## src/lane_seq_pkg.sv

```systemverilog
`default_nettype none

package lane_seq_pkg;

    ////////////////////////////////////////
    // Sizes
    ////////////////////////////////////////
    localparam int LANES           = 8;
    localparam int MEM_DEPTH       = 514;    // VRF words per lane
    localparam int MAX_VL_PER_LANE = 256;
    localparam int RD_PORTS        = 3;      // vs1, vs2, vs3

    ////////////////////////////////////////
    // Vector types
    ////////////////////////////////////////
    typedef logic [$clog2(MEM_DEPTH)-1:0]             vrf_addr_t;
    typedef logic [$clog2(LANES*MAX_VL_PER_LANE)-1:0] vl_t;
    typedef logic [$clog2(MAX_VL_PER_LANE)-1:0]       lane_cnt_t;
    typedef logic [$clog2(MAX_VL_PER_LANE):0]         step_cnt_t;  // Extra carry bit
    typedef logic [$clog2(MAX_VL_PER_LANE)-1:0]       vmrf_addr_t;
    typedef logic [1:0]                               width_t;
    typedef logic [3:0]                               bwen_t;
    typedef logic [LANES*4-1:0]                       lane_bwen_t;
    typedef logic [2:0]                               port_sel_t;

    // Element width codes
    localparam width_t WIDTH_BYTE = 2'd0;
    localparam width_t WIDTH_HALF = 2'd1;
    localparam width_t WIDTH_WORD = 2'd2;

    ////////////////////////////////////////
    // Enums
    ////////////////////////////////////////
    typedef enum logic [2:0] {
        NORMAL = 3'd0,
        STORE  = 3'd2,
        LOAD   = 3'd4
    } inst_type_e;

    typedef enum logic [1:0] {
        IDLE,
        NORMAL_MODE,
        READ_MODE,      // Store reads
        LOAD_MODE
    } seq_state_e;

    ////////////////////////////////////////
    // Structs
    ////////////////////////////////////////
    typedef struct packed {
        inst_type_e                 inst_type;
        vl_t                        vl;
        width_t                     sew;
        width_t                     wdata_width;
        lane_cnt_t                  inst_delay;     // Steps from first read to first write
        vrf_addr_t                  waddr_start;
        vrf_addr_t [RD_PORTS-1:0]   raddr_start;
        port_sel_t                  store_data_sel;
        logic                       vector_mask;
    } instr_t;

    typedef struct packed {
        logic [1:0]  op2_sel;
        port_sel_t   op3_sel;
        logic [31:0] x_data;
        logic [4:0]  imm;
        logic [5:0]  opmode;
    } alu_ctrl_t;

endpackage

`default_nettype wire

```

## src/vrf_addr_counter.sv

```systemverilog
`timescale 1ns/1ns
`default_nettype none

module vrf_addr_counter (
    input  wire                         clk_i,
    input  wire                         rst_i,
    input  wire                         load_i,
    input  lane_seq_pkg::vrf_addr_t     start_addr_i,
    input  wire                         en_i,
    input  lane_seq_pkg::width_t        width_i,
    output lane_seq_pkg::vrf_addr_t     addr_o
);
    import lane_seq_pkg::*;

    vrf_addr_t  addr_q;
    logic [1:0] offset_q;       // Byte position inside the current word
    logic [2:0] step_bytes;
    logic [2:0] offset_sum;

    // Element size in bytes, 1/2/4
    assign step_bytes = 3'd1 << width_i;
    assign offset_sum = {1'b0, offset_q} + step_bytes;

    ////////////////////////////////////////
    // Counter
    ////////////////////////////////////////
    always_ff @(posedge clk_i) begin
        if (!rst_i) begin
            addr_q   <= '0;
            offset_q <= '0;
        end else if (load_i) begin
            addr_q   <= start_addr_i;
            offset_q <= '0;
        end else if (en_i) begin
            offset_q <= offset_sum[1:0];
            if (offset_sum[2]) begin    // Wrapped past the word
                addr_q <= addr_q + vrf_addr_t'(1);
            end
        end
    end

    assign addr_o = addr_q;

    // Width code 3 is not an element size
    a_width_legal : assert property (
        @(posedge clk_i) disable iff (!rst_i)
        en_i |-> (width_i != 2'd3)
    );

endmodule

`default_nettype wire

```

## src/bwen_gen.sv

```systemverilog
`timescale 1ns/1ns
`default_nettype none

module bwen_gen (
    input  wire                         clk_i,
    input  wire                         rst_i,
    input  wire                         en_i,
    input  lane_seq_pkg::width_t        width_i,
    output lane_seq_pkg::lane_bwen_t    bwen_o
);
    import lane_seq_pkg::*;

    bwen_t      onehot_q;       // Byte rotation
    logic [1:0] toggle_q;       // Halfword rotation
    bwen_t      pattern;

    ////////////////////////////////////////
    // Rotators
    ////////////////////////////////////////
    always_ff @(posedge clk_i) begin
        if (!rst_i) begin
            onehot_q <= 4'b0001;
            toggle_q <= 2'b01;
        end else if (en_i) begin
            onehot_q <= {onehot_q[2:0], onehot_q[3]};
            toggle_q <= {toggle_q[0], toggle_q[1]};
        end else begin
            // Restart for the next write window
            onehot_q <= 4'b0001;
            toggle_q <= 2'b01;
        end
    end

    always_comb begin
        case (width_i)
            WIDTH_BYTE: pattern = onehot_q;
            WIDTH_HALF: pattern = {{2{toggle_q[1]}}, {2{toggle_q[0]}}};
            WIDTH_WORD: pattern = 4'b1111;
            default:    pattern = 4'b0000;
        endcase
    end

    // Same pattern on every lane
    assign bwen_o = en_i ? {LANES{pattern}} : '0;

    a_onehot : assert property (
        @(posedge clk_i) disable iff (!rst_i)
        $onehot(onehot_q) && $onehot(toggle_q)
    );

endmodule

`default_nettype wire

```

## src/read_valid_gen.sv

```systemverilog
`timescale 1ns/1ns
`default_nettype none

module read_valid_gen (
    input  wire                                 clk_i,
    input  wire                                 rst_i,
    input  wire                                 load_i,
    input  lane_seq_pkg::vl_t                   vl_i,
    input  wire                                 shift_i,
    output logic [lane_seq_pkg::LANES-1:0]      valid_o
);
    import lane_seq_pkg::*;

    vl_t remain_q;      // Elements not yet read

    ////////////////////////////////////////
    // Remaining count
    ////////////////////////////////////////
    always_ff @(posedge clk_i) begin
        if (!rst_i) begin
            remain_q <= '0;
        end else if (load_i) begin
            remain_q <= vl_i;
        end else if (shift_i) begin
            if (remain_q > vl_t'(LANES)) begin
                remain_q <= remain_q - vl_t'(LANES);
            end else begin
                remain_q <= '0;     // Saturate on the last row
            end
        end
    end

    // Partial last row leaves the upper lanes invalid
    always_comb begin
        for (int i = 0; i < LANES; i++) begin
            valid_o[i] = shift_i && (vl_t'(i) < remain_q);
        end
    end

endmodule

`default_nettype wire

```

## src/seq_ctrl.sv

```systemverilog
`timescale 1ns/1ns
`default_nettype none

module seq_ctrl (
    input  wire                         clk_i,
    input  wire                         rst_i,
    input  wire                         start_i,
    output logic                        ready_o,
    input  lane_seq_pkg::instr_t        instr_i,
    input  lane_seq_pkg::alu_ctrl_t     alu_i,
    input  wire                         load_last_i,
    output lane_seq_pkg::instr_t        instr_o,
    output lane_seq_pkg::alu_ctrl_t     alu_o,
    output logic                        raddr_load_o,
    output logic                        raddr_en_o,
    output logic                        waddr_load_o,
    output logic                        waddr_en_o,
    output lane_seq_pkg::width_t        write_width_o,
    output logic                        bwen_en_o,
    output logic                        valid_load_o,
    output logic                        valid_shift_o,
    output logic                        store_data_valid_o,
    output logic                        ready_for_load_o,
    output logic                        load_mode_o,
    output logic                        vmrf_wen_o,
    output lane_seq_pkg::vmrf_addr_t    vmrf_addr_o
);
    import lane_seq_pkg::*;

    seq_state_e state_q, state_d;
    instr_t     instr_q;
    alu_ctrl_t  alu_q;
    step_cnt_t  read_limit_q;   // Rows per lane, vl / LANES rounded up
    step_cnt_t  step_cnt_q;
    step_cnt_t  win_end;
    vmrf_addr_t vmrf_cnt_q;
    logic       pending_q;      // Accepted, state change next cycle
    logic       ready_q;
    logic       accept;
    logic       in_idle, in_normal, in_read, in_load;
    logic       rd_active, wr_window, wr_step;
    logic       last_read, last_write;

    assign accept    = start_i && ready_q;
    assign in_idle   = (state_q == IDLE);
    assign in_normal = (state_q == NORMAL_MODE);
    assign in_read   = (state_q == READ_MODE);
    assign in_load   = (state_q == LOAD_MODE);

    ////////////////////////////////////////
    // Instruction register
    ////////////////////////////////////////
    always_ff @(posedge clk_i) begin
        if (accept) begin
            instr_q      <= instr_i;
            alu_q        <= alu_i;
            read_limit_q <= step_cnt_t'(instr_i.vl >> $clog2(LANES))
                          + step_cnt_t'(|instr_i.vl[$clog2(LANES)-1:0]);
        end
    end

    // Window math stays inside 9 bits, delay + limit is at most 511
    assign win_end    = step_cnt_t'(instr_q.inst_delay) + read_limit_q;
    assign rd_active  = (step_cnt_q < read_limit_q);
    assign wr_window  = (step_cnt_q >= step_cnt_t'(instr_q.inst_delay)) && (step_cnt_q < win_end);
    assign last_read  = ((step_cnt_q + step_cnt_t'(1)) >= read_limit_q);
    assign last_write = ((step_cnt_q + step_cnt_t'(1)) >= win_end);
    assign wr_step    = in_normal && wr_window;

    ////////////////////////////////////////
    // Control registers
    ////////////////////////////////////////
    always_ff @(posedge clk_i) begin
        if (!rst_i) begin
            state_q    <= IDLE;
            pending_q  <= 1'b0;
            ready_q    <= 1'b1;
            step_cnt_q <= '0;
            vmrf_cnt_q <= '0;
        end else begin
            state_q   <= state_d;
            pending_q <= accept;
            if (accept) begin
                ready_q <= 1'b0;
            end else if (in_idle && !pending_q) begin
                ready_q <= 1'b1;    // One cycle after re-entering IDLE
            end
            step_cnt_q <= in_idle ? '0 : step_cnt_q + step_cnt_t'(1);
            if (in_idle) begin
                vmrf_cnt_q <= '0;
            end else if (wr_step) begin
                vmrf_cnt_q <= vmrf_cnt_q + vmrf_addr_t'(1);
            end
        end
    end

    ////////////////////////////////////////
    // FSM
    ////////////////////////////////////////
    always_comb begin
        state_d = state_q;
        case (state_q)
            IDLE: begin
                if (pending_q) begin
                    case (instr_q.inst_type)
                        NORMAL:  state_d = NORMAL_MODE;
                        STORE:   state_d = READ_MODE;
                        LOAD:    state_d = LOAD_MODE;
                        default: state_d = IDLE;
                    endcase
                end
            end
            NORMAL_MODE: if (last_write)  state_d = IDLE;   // After the last write step
            READ_MODE:   if (last_read)   state_d = IDLE;
            LOAD_MODE:   if (load_last_i) state_d = IDLE;
            default:     state_d = IDLE;
        endcase
    end

    // Counters and valid generator preload while idle
    assign raddr_load_o       = in_idle;
    assign waddr_load_o       = in_idle;
    assign valid_load_o       = in_idle;
    assign raddr_en_o         = (in_normal || in_read) && rd_active;
    assign valid_shift_o      = raddr_en_o;
    assign waddr_en_o         = wr_step || in_load;     // One word per load beat
    assign bwen_en_o          = wr_step;
    assign write_width_o      = in_load ? WIDTH_WORD : instr_q.wdata_width;
    assign store_data_valid_o = in_read && rd_active;
    assign ready_for_load_o   = in_load;
    assign load_mode_o        = in_load;
    assign vmrf_wen_o         = wr_step && instr_q.vector_mask;
    assign vmrf_addr_o        = vmrf_cnt_q;
    assign ready_o            = ready_q;
    assign instr_o            = instr_q;
    assign alu_o              = alu_q;

    a_type_legal : assert property (
        @(posedge clk_i) disable iff (!rst_i)
        accept |-> (instr_i.inst_type inside {NORMAL, STORE, LOAD})
    );

endmodule

`default_nettype wire

```

## src/lane_sequencer.sv

```systemverilog
`timescale 1ns/1ns
`default_nettype none

module lane_sequencer (
    input  wire                                             clk_i,
    input  wire                                             rst_i,
    input  wire                                             start_i,
    output logic                                            ready_o,
    input  lane_seq_pkg::instr_t                            instr_i,
    input  lane_seq_pkg::alu_ctrl_t                         alu_i,
    input  lane_seq_pkg::lane_bwen_t                        load_bwen_i,
    input  wire                                             load_last_i,
    output lane_seq_pkg::alu_ctrl_t                         alu_o,
    output lane_seq_pkg::vrf_addr_t [lane_seq_pkg::RD_PORTS-1:0] vrf_raddr_o,
    output lane_seq_pkg::vrf_addr_t                         vrf_waddr_o,
    output lane_seq_pkg::lane_bwen_t                        vrf_bwen_o,
    output lane_seq_pkg::width_t                            vsew_o,
    output logic [lane_seq_pkg::LANES-1:0]                  read_data_valid_o,
    output lane_seq_pkg::vmrf_addr_t                        vmrf_addr_o,
    output logic                                            vmrf_wen_o,
    output logic                                            store_data_valid_o,
    output lane_seq_pkg::port_sel_t                         store_data_sel_o,
    output logic                                            ready_for_load_o,
    output logic                                            request_write_control_o
);
    import lane_seq_pkg::*;

    instr_t     instr;
    width_t     write_width;
    lane_bwen_t gen_bwen;
    logic       raddr_load, raddr_en;
    logic       waddr_load, waddr_en;
    logic       bwen_en, valid_load, valid_shift, load_mode;

    seq_ctrl i_ctrl (
        .clk_i              (clk_i),
        .rst_i              (rst_i),
        .start_i            (start_i),
        .ready_o            (ready_o),
        .instr_i            (instr_i),
        .alu_i              (alu_i),
        .load_last_i        (load_last_i),
        .instr_o            (instr),
        .alu_o              (alu_o),
        .raddr_load_o       (raddr_load),
        .raddr_en_o         (raddr_en),
        .waddr_load_o       (waddr_load),
        .waddr_en_o         (waddr_en),
        .write_width_o      (write_width),
        .bwen_en_o          (bwen_en),
        .valid_load_o       (valid_load),
        .valid_shift_o      (valid_shift),
        .store_data_valid_o (store_data_valid_o),
        .ready_for_load_o   (ready_for_load_o),
        .load_mode_o        (load_mode),
        .vmrf_wen_o         (vmrf_wen_o),
        .vmrf_addr_o        (vmrf_addr_o)
    );

    ////////////////////////////////////////
    // Address counters
    ////////////////////////////////////////
    for (genvar p = 0; p < RD_PORTS; p++) begin : g_raddr
        vrf_addr_counter i_raddr_cnt (
            .clk_i        (clk_i),
            .rst_i        (rst_i),
            .load_i       (raddr_load),
            .start_addr_i (instr.raddr_start[p]),
            .en_i         (raddr_en),
            .width_i      (instr.sew),      // Reads step by element width
            .addr_o       (vrf_raddr_o[p])
        );
    end

    vrf_addr_counter i_waddr_cnt (
        .clk_i        (clk_i),
        .rst_i        (rst_i),
        .load_i       (waddr_load),
        .start_addr_i (instr.waddr_start),
        .en_i         (waddr_en),
        .width_i      (write_width),
        .addr_o       (vrf_waddr_o)
    );

    bwen_gen i_bwen_gen (
        .clk_i   (clk_i),
        .rst_i   (rst_i),
        .en_i    (bwen_en),
        .width_i (write_width),
        .bwen_o  (gen_bwen)
    );

    read_valid_gen i_read_valid (
        .clk_i   (clk_i),
        .rst_i   (rst_i),
        .load_i  (valid_load),
        .vl_i    (instr.vl),
        .shift_i (valid_shift),
        .valid_o (read_data_valid_o)
    );

    // Load beats carry their own byte enables
    assign vrf_bwen_o              = load_mode ? load_bwen_i : gen_bwen;
    assign request_write_control_o = load_mode;
    assign vsew_o                  = instr.sew;
    assign store_data_sel_o        = instr.store_data_sel;

endmodule

`default_nettype wire

```

## config.mk

```make
export PLATFORM = sky130hd
export DESIGN_NAME = lane_sequencer
export DESIGN_NICKNAME = d
export VERILOG_FILES = /design/src/lane_seq_pkg.sv /design/src/vrf_addr_counter.sv /design/src/bwen_gen.sv /design/src/read_valid_gen.sv /design/src/seq_ctrl.sv /design/src/lane_sequencer.sv
export SDC_FILE = /design/constraint.sdc
export NUM_CORES = 1
export LEC_CHECK = 0
export ABC_AREA = 0
export BUFFER_PORTS_ARGS = -buffer_cell sky130_fd_sc_hd__buf_2
export CORE_MARGIN = 2
export CORE_UTILIZATION = 47
export DETAILED_ROUTE_END_ITERATION = 16
export PLACE_DENSITY = 0.86
export SLEW_MARGIN = 20
export SYNTH_ARGS = -nofsm -noshare
export SYNTH_HDL_FRONTEND = slang
export SYNTH_SLANG_ARGS = --single-unit
```

## constraint.sdc

```tcl
create_clock -name clk_i -period 4.2 [get_ports clk_i]
set_input_delay 0.42 -clock clk_i [delete_from_list [all_inputs] [get_ports clk_i]]
set_output_delay 0.42 -clock clk_i [all_outputs]
set_load 0.05 [all_outputs]
```

# Yosys cells after proc, flatten, opt, wreduce, memory -nomap -nowiden
# Index checks and enable logic that the tools add are counted.
# word_totals
reg_bits,213
latchBits,0
mem_bits_rw,0
rom_bits,0
output_inout_bits,146
word_cells,137
memories,0
# op_classes
addsub,13
n_mul,0
div,0
magnitude_cmp,14
n_eq_ne,11
shifts,2
muxes,27
bitwise_logic,1
reduce_logical,36
# ops
cell,count
10-bit 2-to-1 mux,12
32-bit 2-to-1 mux,2
3-bit by 11-bit < comparator with 1-bit output (first input constant),4
10-bit by 1-bit adder with 10-bit output (second input constant),4
11-bit 2-to-1 mux,3
1-bit by 11-bit < comparator with 1-bit output (first input constant),2
2-bit by 11-bit < comparator with 1-bit output (first input constant),2
9-bit >= comparator,2
9-bit < comparator,2
1-bit logical AND,15
2-bit nonzero test,7
2-bit by 3-bit adder with 3-bit output,4
4-bit case mux with 3 select lines,1
11-bit by 4-bit greater-than comparator with 1-bit output (second input constant),1
11-bit by 4-bit subtractor with 11-bit output (second input constant),1
2-bit 2-to-1 mux,5
2-bit AND reduction,5
8-bit by 1-bit adder with 9-bit output,1
8-bit by 9-bit adder with 9-bit output,1
9-bit by 1-bit adder with 9-bit output (second input constant),1
9-bit by 8-bit >= comparator with 1-bit output,1
8-bit by 1-bit adder with 8-bit output (second input constant),1
2-bit case mux with 4 select lines,1
2-bit == test (second input constant),3
other kinds (16),23

# Logic depth before layout (Yosys ltp)
# Gate-level depths: netlist (run 1).
# logic_depth
word_depth,7
mapped_depth,18

# Hierarchy
# Synthesis (run 1) repeated with hierarchy kept, for this count alone.
# hier_totals
hier_cells,938
area_unflattened_um2,10764.1
# by_module_without_submodules
module,instances,cells_each,area_per_inst_um2
seq_ctrl,1,431,6309.8
vrf_addr_counter,4,80,673.1
read_valid_gen,1,100,785.8
lane_sequencer,1,36,544.3
bwen_gen,1,51,431.7

# Worst setup path before layout (run 1)
# OpenSTA, ideal clock, no wires.
# synth_path
path_type,reg2out
startpoint,register i_ctrl.read_limit_q[0]
endpoint,output port vrf_bwen_o[10]
arrival_time_ps,3509
required_time_ps,3780
path_slack_ps,271
stages_incl_launch_ff,18
n_path_buf,1
cell_sequence,edfxtp_1 ha_1 inv_1 fa_1 nand2b_1 nand2b_1 a211o_1 nand2_1 ha_1 a21o_1 o31ai_1 a31oi_1 maj3_2 o21ai_4 and2_1 buf_4 nand2_2 nand2_1
# synth_via
elab_chain_len,6
# synth_rtl
item,line,rtl
from (decl),seq_ctrl.sv:33,step_cnt_t read_limit_q;
from (signal assigned),seq_ctrl.sv:57,read_limit_q <= step_cnt_t'(instr_i.vl >> $clog2(LANES))
8-bit by 9-bit adder with 9-bit output,seq_ctrl.sv:63,assign win_end = step_cnt_t'(instr_q.inst_delay) + read_limit_q;
9-bit < comparator,seq_ctrl.sv:65,assign wr_window = (step_cnt_q >= step_cnt_t'(instr_q.inst_delay)) && (step_cnt_q < win_end);
1-bit logical AND,seq_ctrl.sv:65,
1-bit logical AND,seq_ctrl.sv:68,assign wr_step = in_normal && wr_window;
32-bit 2-to-1 mux,bwen_gen.sv:44,assign bwen_o = en_i ? {LANES{pattern}} : '0;
32-bit 2-to-1 mux,lane_sequencer.sv:103,assign vrf_bwen_o = load_mode ? load_bwen_i : gen_bwen;
to (decl),lane_sequencer.sv:16,"output lane_seq_pkg::lane_bwen_t vrf_bwen_o,"
# Every way passes these cells.

# Worst setup path in the final report (run 1)
# layout_path
startpoint,register i_ctrl.read_limit_q[0]
endpoint,output port vrf_bwen_o[8]
# Same word-level chain as after synthesis.

==> results of run 1 <==
==> what timing repair did <==
item                       4_1_cts  5_1_grt
hold endpoints to repair         0        0
pin swaps                        2        5
setup buffers                    5        2
gates resized for setup         96       15
setup endpoints to repair       33       33
==> cells in the mapped netlist, types with 4 or more instances <==
| library cell | count | area share |
|---|---|---|
| a31oi_1 | 7 | 0.0044 |
| nor4b_1 | 9 | 0.0078 |
| or3_1 | 10 | 0.0062 |
| xnor2_1 | 40 | 0.035 |
| and3_1 | 16 | 0.0099 |
| nand2_1 | 115 | 0.043 |
| and2_1 | 5 | 0.0031 |
| nand2b_1 | 8 | 0.0050 |
| a21o_1 | 6 | 0.0045 |
| nand4_1 | 8 | 0.0050 |
| buf_4 | 7 | 0.0052 |
| nand2_2 | 4 | 0.0025 |
| xor2_1 | 21 | 0.018 |
| clkbuf_1 | 34 | 0.013 |
| nor2_1 | 47 | 0.018 |
| o21ai_0 | 60 | 0.030 |
| a21oi_1 | 69 | 0.034 |
| nor3_1 | 15 | 0.0075 |
| nor2b_1 | 12 | 0.0075 |
| nor3b_1 | 4 | 0.0030 |
| edfxtp_1 | 127 | 0.38 |
| a211oi_1 | 9 | 0.0067 |
| and4_1 | 5 | 0.0044 |
| o21a_1 | 12 | 0.0090 |
| o21bai_1 | 5 | 0.0037 |
| nor4_1 | 11 | 0.0068 |
| o31a_1 | 5 | 0.0044 |
| nand3_1 | 29 | 0.014 |
| dfxtp_1 | 86 | 0.17 |
| ha_1 | 62 | 0.077 |
| or2_2 | 4 | 0.0025 |
| fa_1 | 5 | 0.0099 |
| mux2i_1 | 7 | 0.0070 |
| inv_1 | 40 | 0.015 |
==> per-stage QoR <==
| step | setup WS [ns] | utilization | cells | power, mW |
|---|---|---|---|---|
| floorplan | 0.271 | - | 935 | 3.11 |
| global placement | 0.172 | 0.562 | 1476 | 3.36 |
| detailed placement | 0.0409 | 0.562 | 1476 | 3.39 |
| CTS | -0.0286 | 0.614 | 1525 | 5.36 |
| global route | -0.300 | 0.617 | 1527 | 5.53 |
| finish | -0.124 | 0.617 | 1528 | 5.33 |
==> routing by layer <==
layer  routed length (µm)  track usage  part of all wire
met1                10000        0.253              0.38
met2                12800        0.388              0.49
met3                 2190       0.0467             0.084
met4                 1110       0.0981             0.042
met5                    0            0                 0
==> how the worst min path moves through the flow <==
| stage | to | slack (ns) | cells past startpoint | start |
|---|---|---|---|---|
| final | i_ctrl.alu_o[12] | 0.07 | 1 | alu_i[12] |
| after global routing | i_ctrl.instr_o[29] | 0.05 | 1 | instr_i[29] |
| after CTS | i_ctrl.instr_o[37] | 0.05 | 1 | instr_i[37] |
| after detailed placement | i_bwen_gen.onehot_q[0] | 0.44 | 1 | i_bwen_gen.onehot_q[3] |
| after global placement | i_bwen_gen.toggle_q[0] | 0.43 | 1 | i_bwen_gen.toggle_q[1] |
| after floorplan | i_bwen_gen.toggle_q[0] | 0.42 | 1 | i_bwen_gen.toggle_q[1] |
==> area by class of cell <==
cell class | count | area (µm²) | area share
Sequential cell | 213 | 5540 | 0.427
Multi-Input combinational cell | 639 | 4320 | 0.333
Timing Repair Buffer | 316 | 1880 | 0.145
Clock buffer | 33 | 644 | 0.0497
Tap cell | 275 | 344 | 0.0265
Inverter | 40 | 153 | 0.0118
Clock inverter | 11 | 90.1 | 0.00695
Antenna cell | 1 | 2.50 | 0.000193
==> cells by family (layout without fill, tap and decap cells) <==
kind of cell / after synthesis / in the layout
buffers and inverters: 83 / 400
xor gates and xnor gates: 61 / 61
other: 0 / 1
and+or+nand+nor: 307 / 307
AOI/OAI and AO/OA: 195 / 195
DFF: 213 / 213
adders and majority gates: 69 / 69
muxes: 7 / 7
==> where the power goes <==
group / internal [mW] / total [mW] / switching, mW / leakage (nW)
Sequential: 2.36 / 2.45 / 0.0872 / 1.93
Clock: 1.14 / 1.95 / 0.817 / 0.349
Combinational: 0.280 / 0.925 / 0.645 / 3.32
==> registers in the layout, indices dropped and copies added (netlist names) <==
register / count
i_ctrl.instr_o: 70
i_ctrl.alu_o: 48
g_raddr.i_raddr_cnt.addr_o: 30
i_read_valid.remain_q: 11
i_waddr_cnt.addr_o: 10
i_ctrl.read_limit_q: 9
i_ctrl.step_cnt_q: 9
i_ctrl.vmrf_addr_o: 8
g_raddr.i_raddr_cnt.offset_q: 6
i_bwen_gen.onehot_q: 4
i_bwen_gen.toggle_q: 2
i_ctrl.state_q: 2
i_waddr_cnt.offset_q: 2
i_ctrl.pending_q: 1
i_ctrl.ready_o: 1
==> flow_summary.json, run 1 <==
{
  "outcome": "finished with violations",
  "violations": "negative setup slack",
  "p_leak_nw": 5.60,
  "netlist_instances": 935,
  "final_area_mm2": 0.0130,
  "cpLargestDelayFamily": "compound AO/OA/AOI/OAI gates",
  "synth_top_family_by_area": "simple AND/OR/NAND/NOR gates",
  "die-width_um": 150,
  "slew_headroom": 0.371,
  "synth_compound_area_frac": 0.117,
  "dr.pass1.iters": 5,
  "clk_latency_ns": 0.52,
  "powerDensity_mw_per_mm2": 411,
  "cts_tree": "yes",
  "yosys.area_share.simple": 0.150,
  "setup_ws_ns": -0.124,
  "syn_area_per_cell_um2": 10.8,
  "period_share": 1.03,
  "ys_async_sr_fraction": 0,
  "wl_um": 26100,
  "final_layout_size_suffix_gt1_frac": 0.308,
  "critPathLaunch": "i_ctrl.read_limit_q[0]",
  "finalMaxSlewViolations": 0,
  "cp_data_arrival_time_ns": 3.90,
  "syn_area_mm2": 0.0101,
  "cts_hold_buf": 0,
  "required_ns": 3.78,
  "fp.coreArea_mm2": 0.0210,
  "end_kind": "primary output",
  "hold_viol": 0,
  "wl_per_cell_um": 17.1,
  "clock_skew_ns": 0.0207,
  "synthAdderAreaFrac": 0.0891,
  "drc": 0,
  "synth_flop_cell": "edfxtp_1",
  "grtUsageTotal": 0.219,
  "cts.path.max_buffers": 3,
  "layout_common_cells": "buf_2, edfxtp_1, nand2_1, dfxtp_1, a21oi_1",
  "yosysSeqAreaShare": 0.550,
  "peakVddDrop_mv": 0.381,
  "grt_max_degree": 75,
  "placed_cell_area_mm2": 0.0118,
  "die_height_um": 150,
  "fmax_mhz": 231,
  "start_kind": "register",
  "layout_min_cycle_time_ns": 4.32,
  "synth_xor_area_frac": 0.0531,
  "io_pins": 300,
  "synth_edf_count": 127,
  "cp_num_buf_inv": 2,
  "maxCapViolCount": 0,
  "start_util": 0.479,
  "rr_worst_depth": 17,
  "clkTransAtPathRegs_ns": 0.06,
  "clock-sinks": 213,
  "critPathMaxStageDelay_ns": 0.42,
  "grt_pass1_wl_um": 39700,
  "reg2reg_from": "i_ctrl.read_limit_q[0]",
  "holdWs_ns": 0.0689,
  "setup-violations-final": 32,
  "first_global_vias": 8224,
  "place_congestion": 0.881,
  "cp.depth": 17,
  "final_common_cell": "buf_2",
  "path_class": "register to primary output",
  "ant_nets": 0,
  "tightest_slew_ns": 0.944,
  "rrSetupSlack_ns": 0.51,
  "vias_per_cell": 5.45,
  "htreeDepth": 1,
  "cts_made_buffers": 24,
  "synth_fp_nets": 1156,
  "cp_max_fo": 8,
  "fill_cells": 1638,
  "worstReg2RegEnd": "i_waddr_cnt.addr_o[4]",
  "ys_types": 54,
  "synth-seq-cells": 213,
  "die_area_mm2": 0.0226,
  "synth_mux_area_frac": 0.00696,
  "yosysWarnings": 0,
  "first_iter_violations": 585,
  "rows": 53,
  "io_buffers": 299,
  "fin_nets": 1455,
  "crit_path_top_delay_cell": "edfxtp_1",
  "vias": 8335,
  "clock-root-buffer": "clkbuf_16",
  "tns_ns": -3.08,
  "rsz0062_at_grt": "yes",
  "hp-class": "primary input to register",
  "crit_chain": "ha_4, inv_2, fa_2, nand2b_4, nand2b_1, a211o_1, nand2_2, ha_4, a21o_1, o31ai_2, a31oi_1, maj3_2, o21ai_4, and2_4, nand2_8, nand2_2, buf_8",
  "crit_end": "vrf_bwen_o[8]",
  "antenna_found_initial": 0,
  "synthToLayoutAreaGrowth_pct": 28.9,
  "grt.overflow.total": 0,
  "dp_hpwl_um": 18600
}
No activity file was read; power rests on OpenSTA's default activity.
==> run 2: changes to the inputs <==
--- a/config.mk
+++ b/config.mk
@@ -6,7 +6,7 @@
 export NUM_CORES = 1
 export LEC_CHECK = 0
 export ABC_AREA = 0
-export BUFFER_PORTS_ARGS = -buffer_cell sky130_fd_sc_hd__buf_2
+export BUFFER_PORTS_ARGS = -buffer_cell sky130_fd_sc_hd__clkbuf_2
 export CORE_MARGIN = 2
 export CORE_UTILIZATION = 47
 export DETAILED_ROUTE_END_ITERATION = 16
==> flow_summary.json, run 2 (same netlist as run 1, synthesis figures left out) <==
{
  "outcome": "finished with violations",
  "violations": "negative setup slack",
  "synthToLayoutAreaGrowth_pct": 32.4,
  "n_antenna_cell": 0,
  "largest_reg_flops": 70,
  "grt_pass1_wl_um": 39100,
  "start_kind": "register",
  "tightest_slew_ns": 0.884,
  "setup_ws_ns": -0.0948,
  "htreeDepth": 1,
  "grt_max_degree": 72,
  "cts_made_buffers": 24,
  "final_layout_size_suffix_gt1_frac": 0.329,
  "crit_path_top_delay_cell": "edfxtp_1",
  "place_congestion": 0.893,
  "layout_min_cycle_time_ns": 4.29,
  "totalPowerFinal_mw": 5.34,
  "first_iter_violations": 451,
  "p_leak_nw": 5.67,
  "powerDensity_mw_per_mm2": 401,
  "die-width_um": 150,
  "io_buffers": 299,
  "required_ns": 3.78,
  "cp_num_buf_inv": 2,
  "wl_per_cell_um": 16.9,
  "clock-root-buffer": "clkbuf_16",
  "clock-sinks": 213,
  "critPathMaxStageDelay_ns": 0.39,
  "rsz0062_at_grt": "yes",
  "grtUsageTotal": 0.215,
  "ant_nets": 0,
  "dp_hpwl_um": 18500,
  "fp.coreArea_mm2": 0.0210,
  "reg2reg_from": "i_ctrl.read_limit_q[0]",
  "maxCapViolCount": 0,
  "final_common_cell": "clkbuf_2",
  "hp-class": "primary input to register",
  "cts.path.max_buffers": 3,
  "slew_headroom": 0.410,
  "first_global_vias": 8049,
  "place_ws_ns": -0.0376,
  "hold_path_depth": 1,
  "setup-violations-final": 32,
  "die_area_mm2": 0.0226,
  "worstReg2RegEnd": "i_waddr_cnt.addr_o[8]",
  "rr_worst_depth": 17,
  "fin_nets": 1457,
  "start_util": 0.479,
  "drc": 0,
  "fill_cells": 1583,
  "layout_common_cells": "clkbuf_2, edfxtp_1, dfxtp_1, nand2_1, a21oi_1",
  "clock_skew_ns": 0.0269,
  "vias": 8220,
  "cp_max_fo": 8,
  "hp-start": "alu_i[28]",
  "end_kind": "primary output",
  "min_to": "i_ctrl.alu_o[28]",
  "fmax_mhz": 233,
  "hold_viol": 0,
  "rows": 53,
  "cpLargestDelayFamily": "adder cells",
  "vias_per_cell": 5.38,
  "io_pins": 300,
  "crit_chain": "ha_2, inv_2, fa_2, nand2b_4, nand2b_1, a211o_1, nand2_2, ha_4, a21o_1, o31ai_2, a31oi_1, maj3_2, o21ai_4, and2_4, nand2_8, nand2_4, clkbuf_16",
  "antenna_found_initial": 0,
  "rrSetupSlack_ns": 0.61,
  "clkTransAtPathRegs_ns": 0.06,
  "wl_um": 25800,
  "grt.overflow.total": 0,
  "path_class": "register to primary output",
  "cp.depth": 17,
  "period_share": 1.02,
  "cts_tree": "yes",
  "finalMaxSlewViolations": 0,
  "dr.pass1.iters": 5,
  "clk_latency_ns": 0.52,
  "die_height_um": 150,
  "cp_data_arrival_time_ns": 3.87,
  "peakVddDrop_mv": 0.331
}
-- run 2: changes by cell type in the layout (fill, tap and decap cells not counted), sizes merged --
cell / previous run / this run
clkbuf: 33 / 302
buf: 316 / 48
clkinvlp: 2 / 3
diode: 1 / 0
-- run 2: report_power, final --
part	leakage, nW	internal [mW]	switching [mW]
logic	3.38	0.274	0.641
clock network	0.362	1.16	0.820
registers	1.93	2.36	0.0886
total	5.67	3.79	1.55
-- run 2: per-layer routing --
| layer | vias up | GRT usage | part of all wire |
|---|---|---|---|
| met5 | - | 0 | 0 |
| met2 | 380 | 0.379 | 0.49 |
| met3 | 72 | 0.0458 | 0.079 |
| met1 | 3814 | 0.258 | 0.39 |
| li1 | 3954 | - | - |
| met4 | 0 | 0.0830 | 0.038 |
-- run 2: final cells by class --
cell class,count,area [µm²],share of cell area
Multi-Input combinational cell,639,4500,0.338
Timing Repair Buffer,318,2040,0.153
Tap cell,275,344,0.0258
Clock buffer,32,651,0.0488
Clock inverter,12,105,0.00789
Sequential cell,213,5540,0.415
Inverter,40,153,0.0115
-- run 2: stage by stage --
stage / util / hold slack, ns / cells / instance area [µm²] / TNS [ns]
after CTS: 0.626 / 0.0603 / 1528 / 13200 / -3.56
after global placement: 0.566 / 0.434 / 1479 / 11900 / 0
after floorplan: - / 0.417 / 935 / 10100 / 0
final: 0.634 / 0.0710 / 1529 / 13300 / -2.19
after detailed placement: 0.566 / 0.457 / 1479 / 11900 / -0.256
after global routing: 0.634 / 0.0580 / 1529 / 13300 / -7.89
-- run 2: worst max-delay path by stage --
stage	from	to	slack, ns
global placement	i_ctrl.read_limit_q[0]	vrf_bwen_o[19]	0.10
global route	i_ctrl.read_limit_q[0]	vrf_bwen_o[11]	-0.27
finish	i_ctrl.read_limit_q[0]	vrf_bwen_o[10]	-0.09
floorplan	i_ctrl.read_limit_q[0]	vrf_bwen_o[10]	0.27
detailed placement	i_ctrl.read_limit_q[0]	vrf_bwen_o[11]	-0.04
CTS	i_ctrl.instr_o[44]	vrf_bwen_o[31]	-0.13
-- run 2: repair_timing --
| action | 4_1_cts | 5_1_grt |
|---|---|---|
| endpoints found under the setup margin | 33 | 33 |
| hold buffers | 0 | 0 |
| setup buffers | 5 | 2 |
| resized for setup | 111 | 50 |
| pin swaps | 12 | 14 |
| cloned | 0 | 0 |
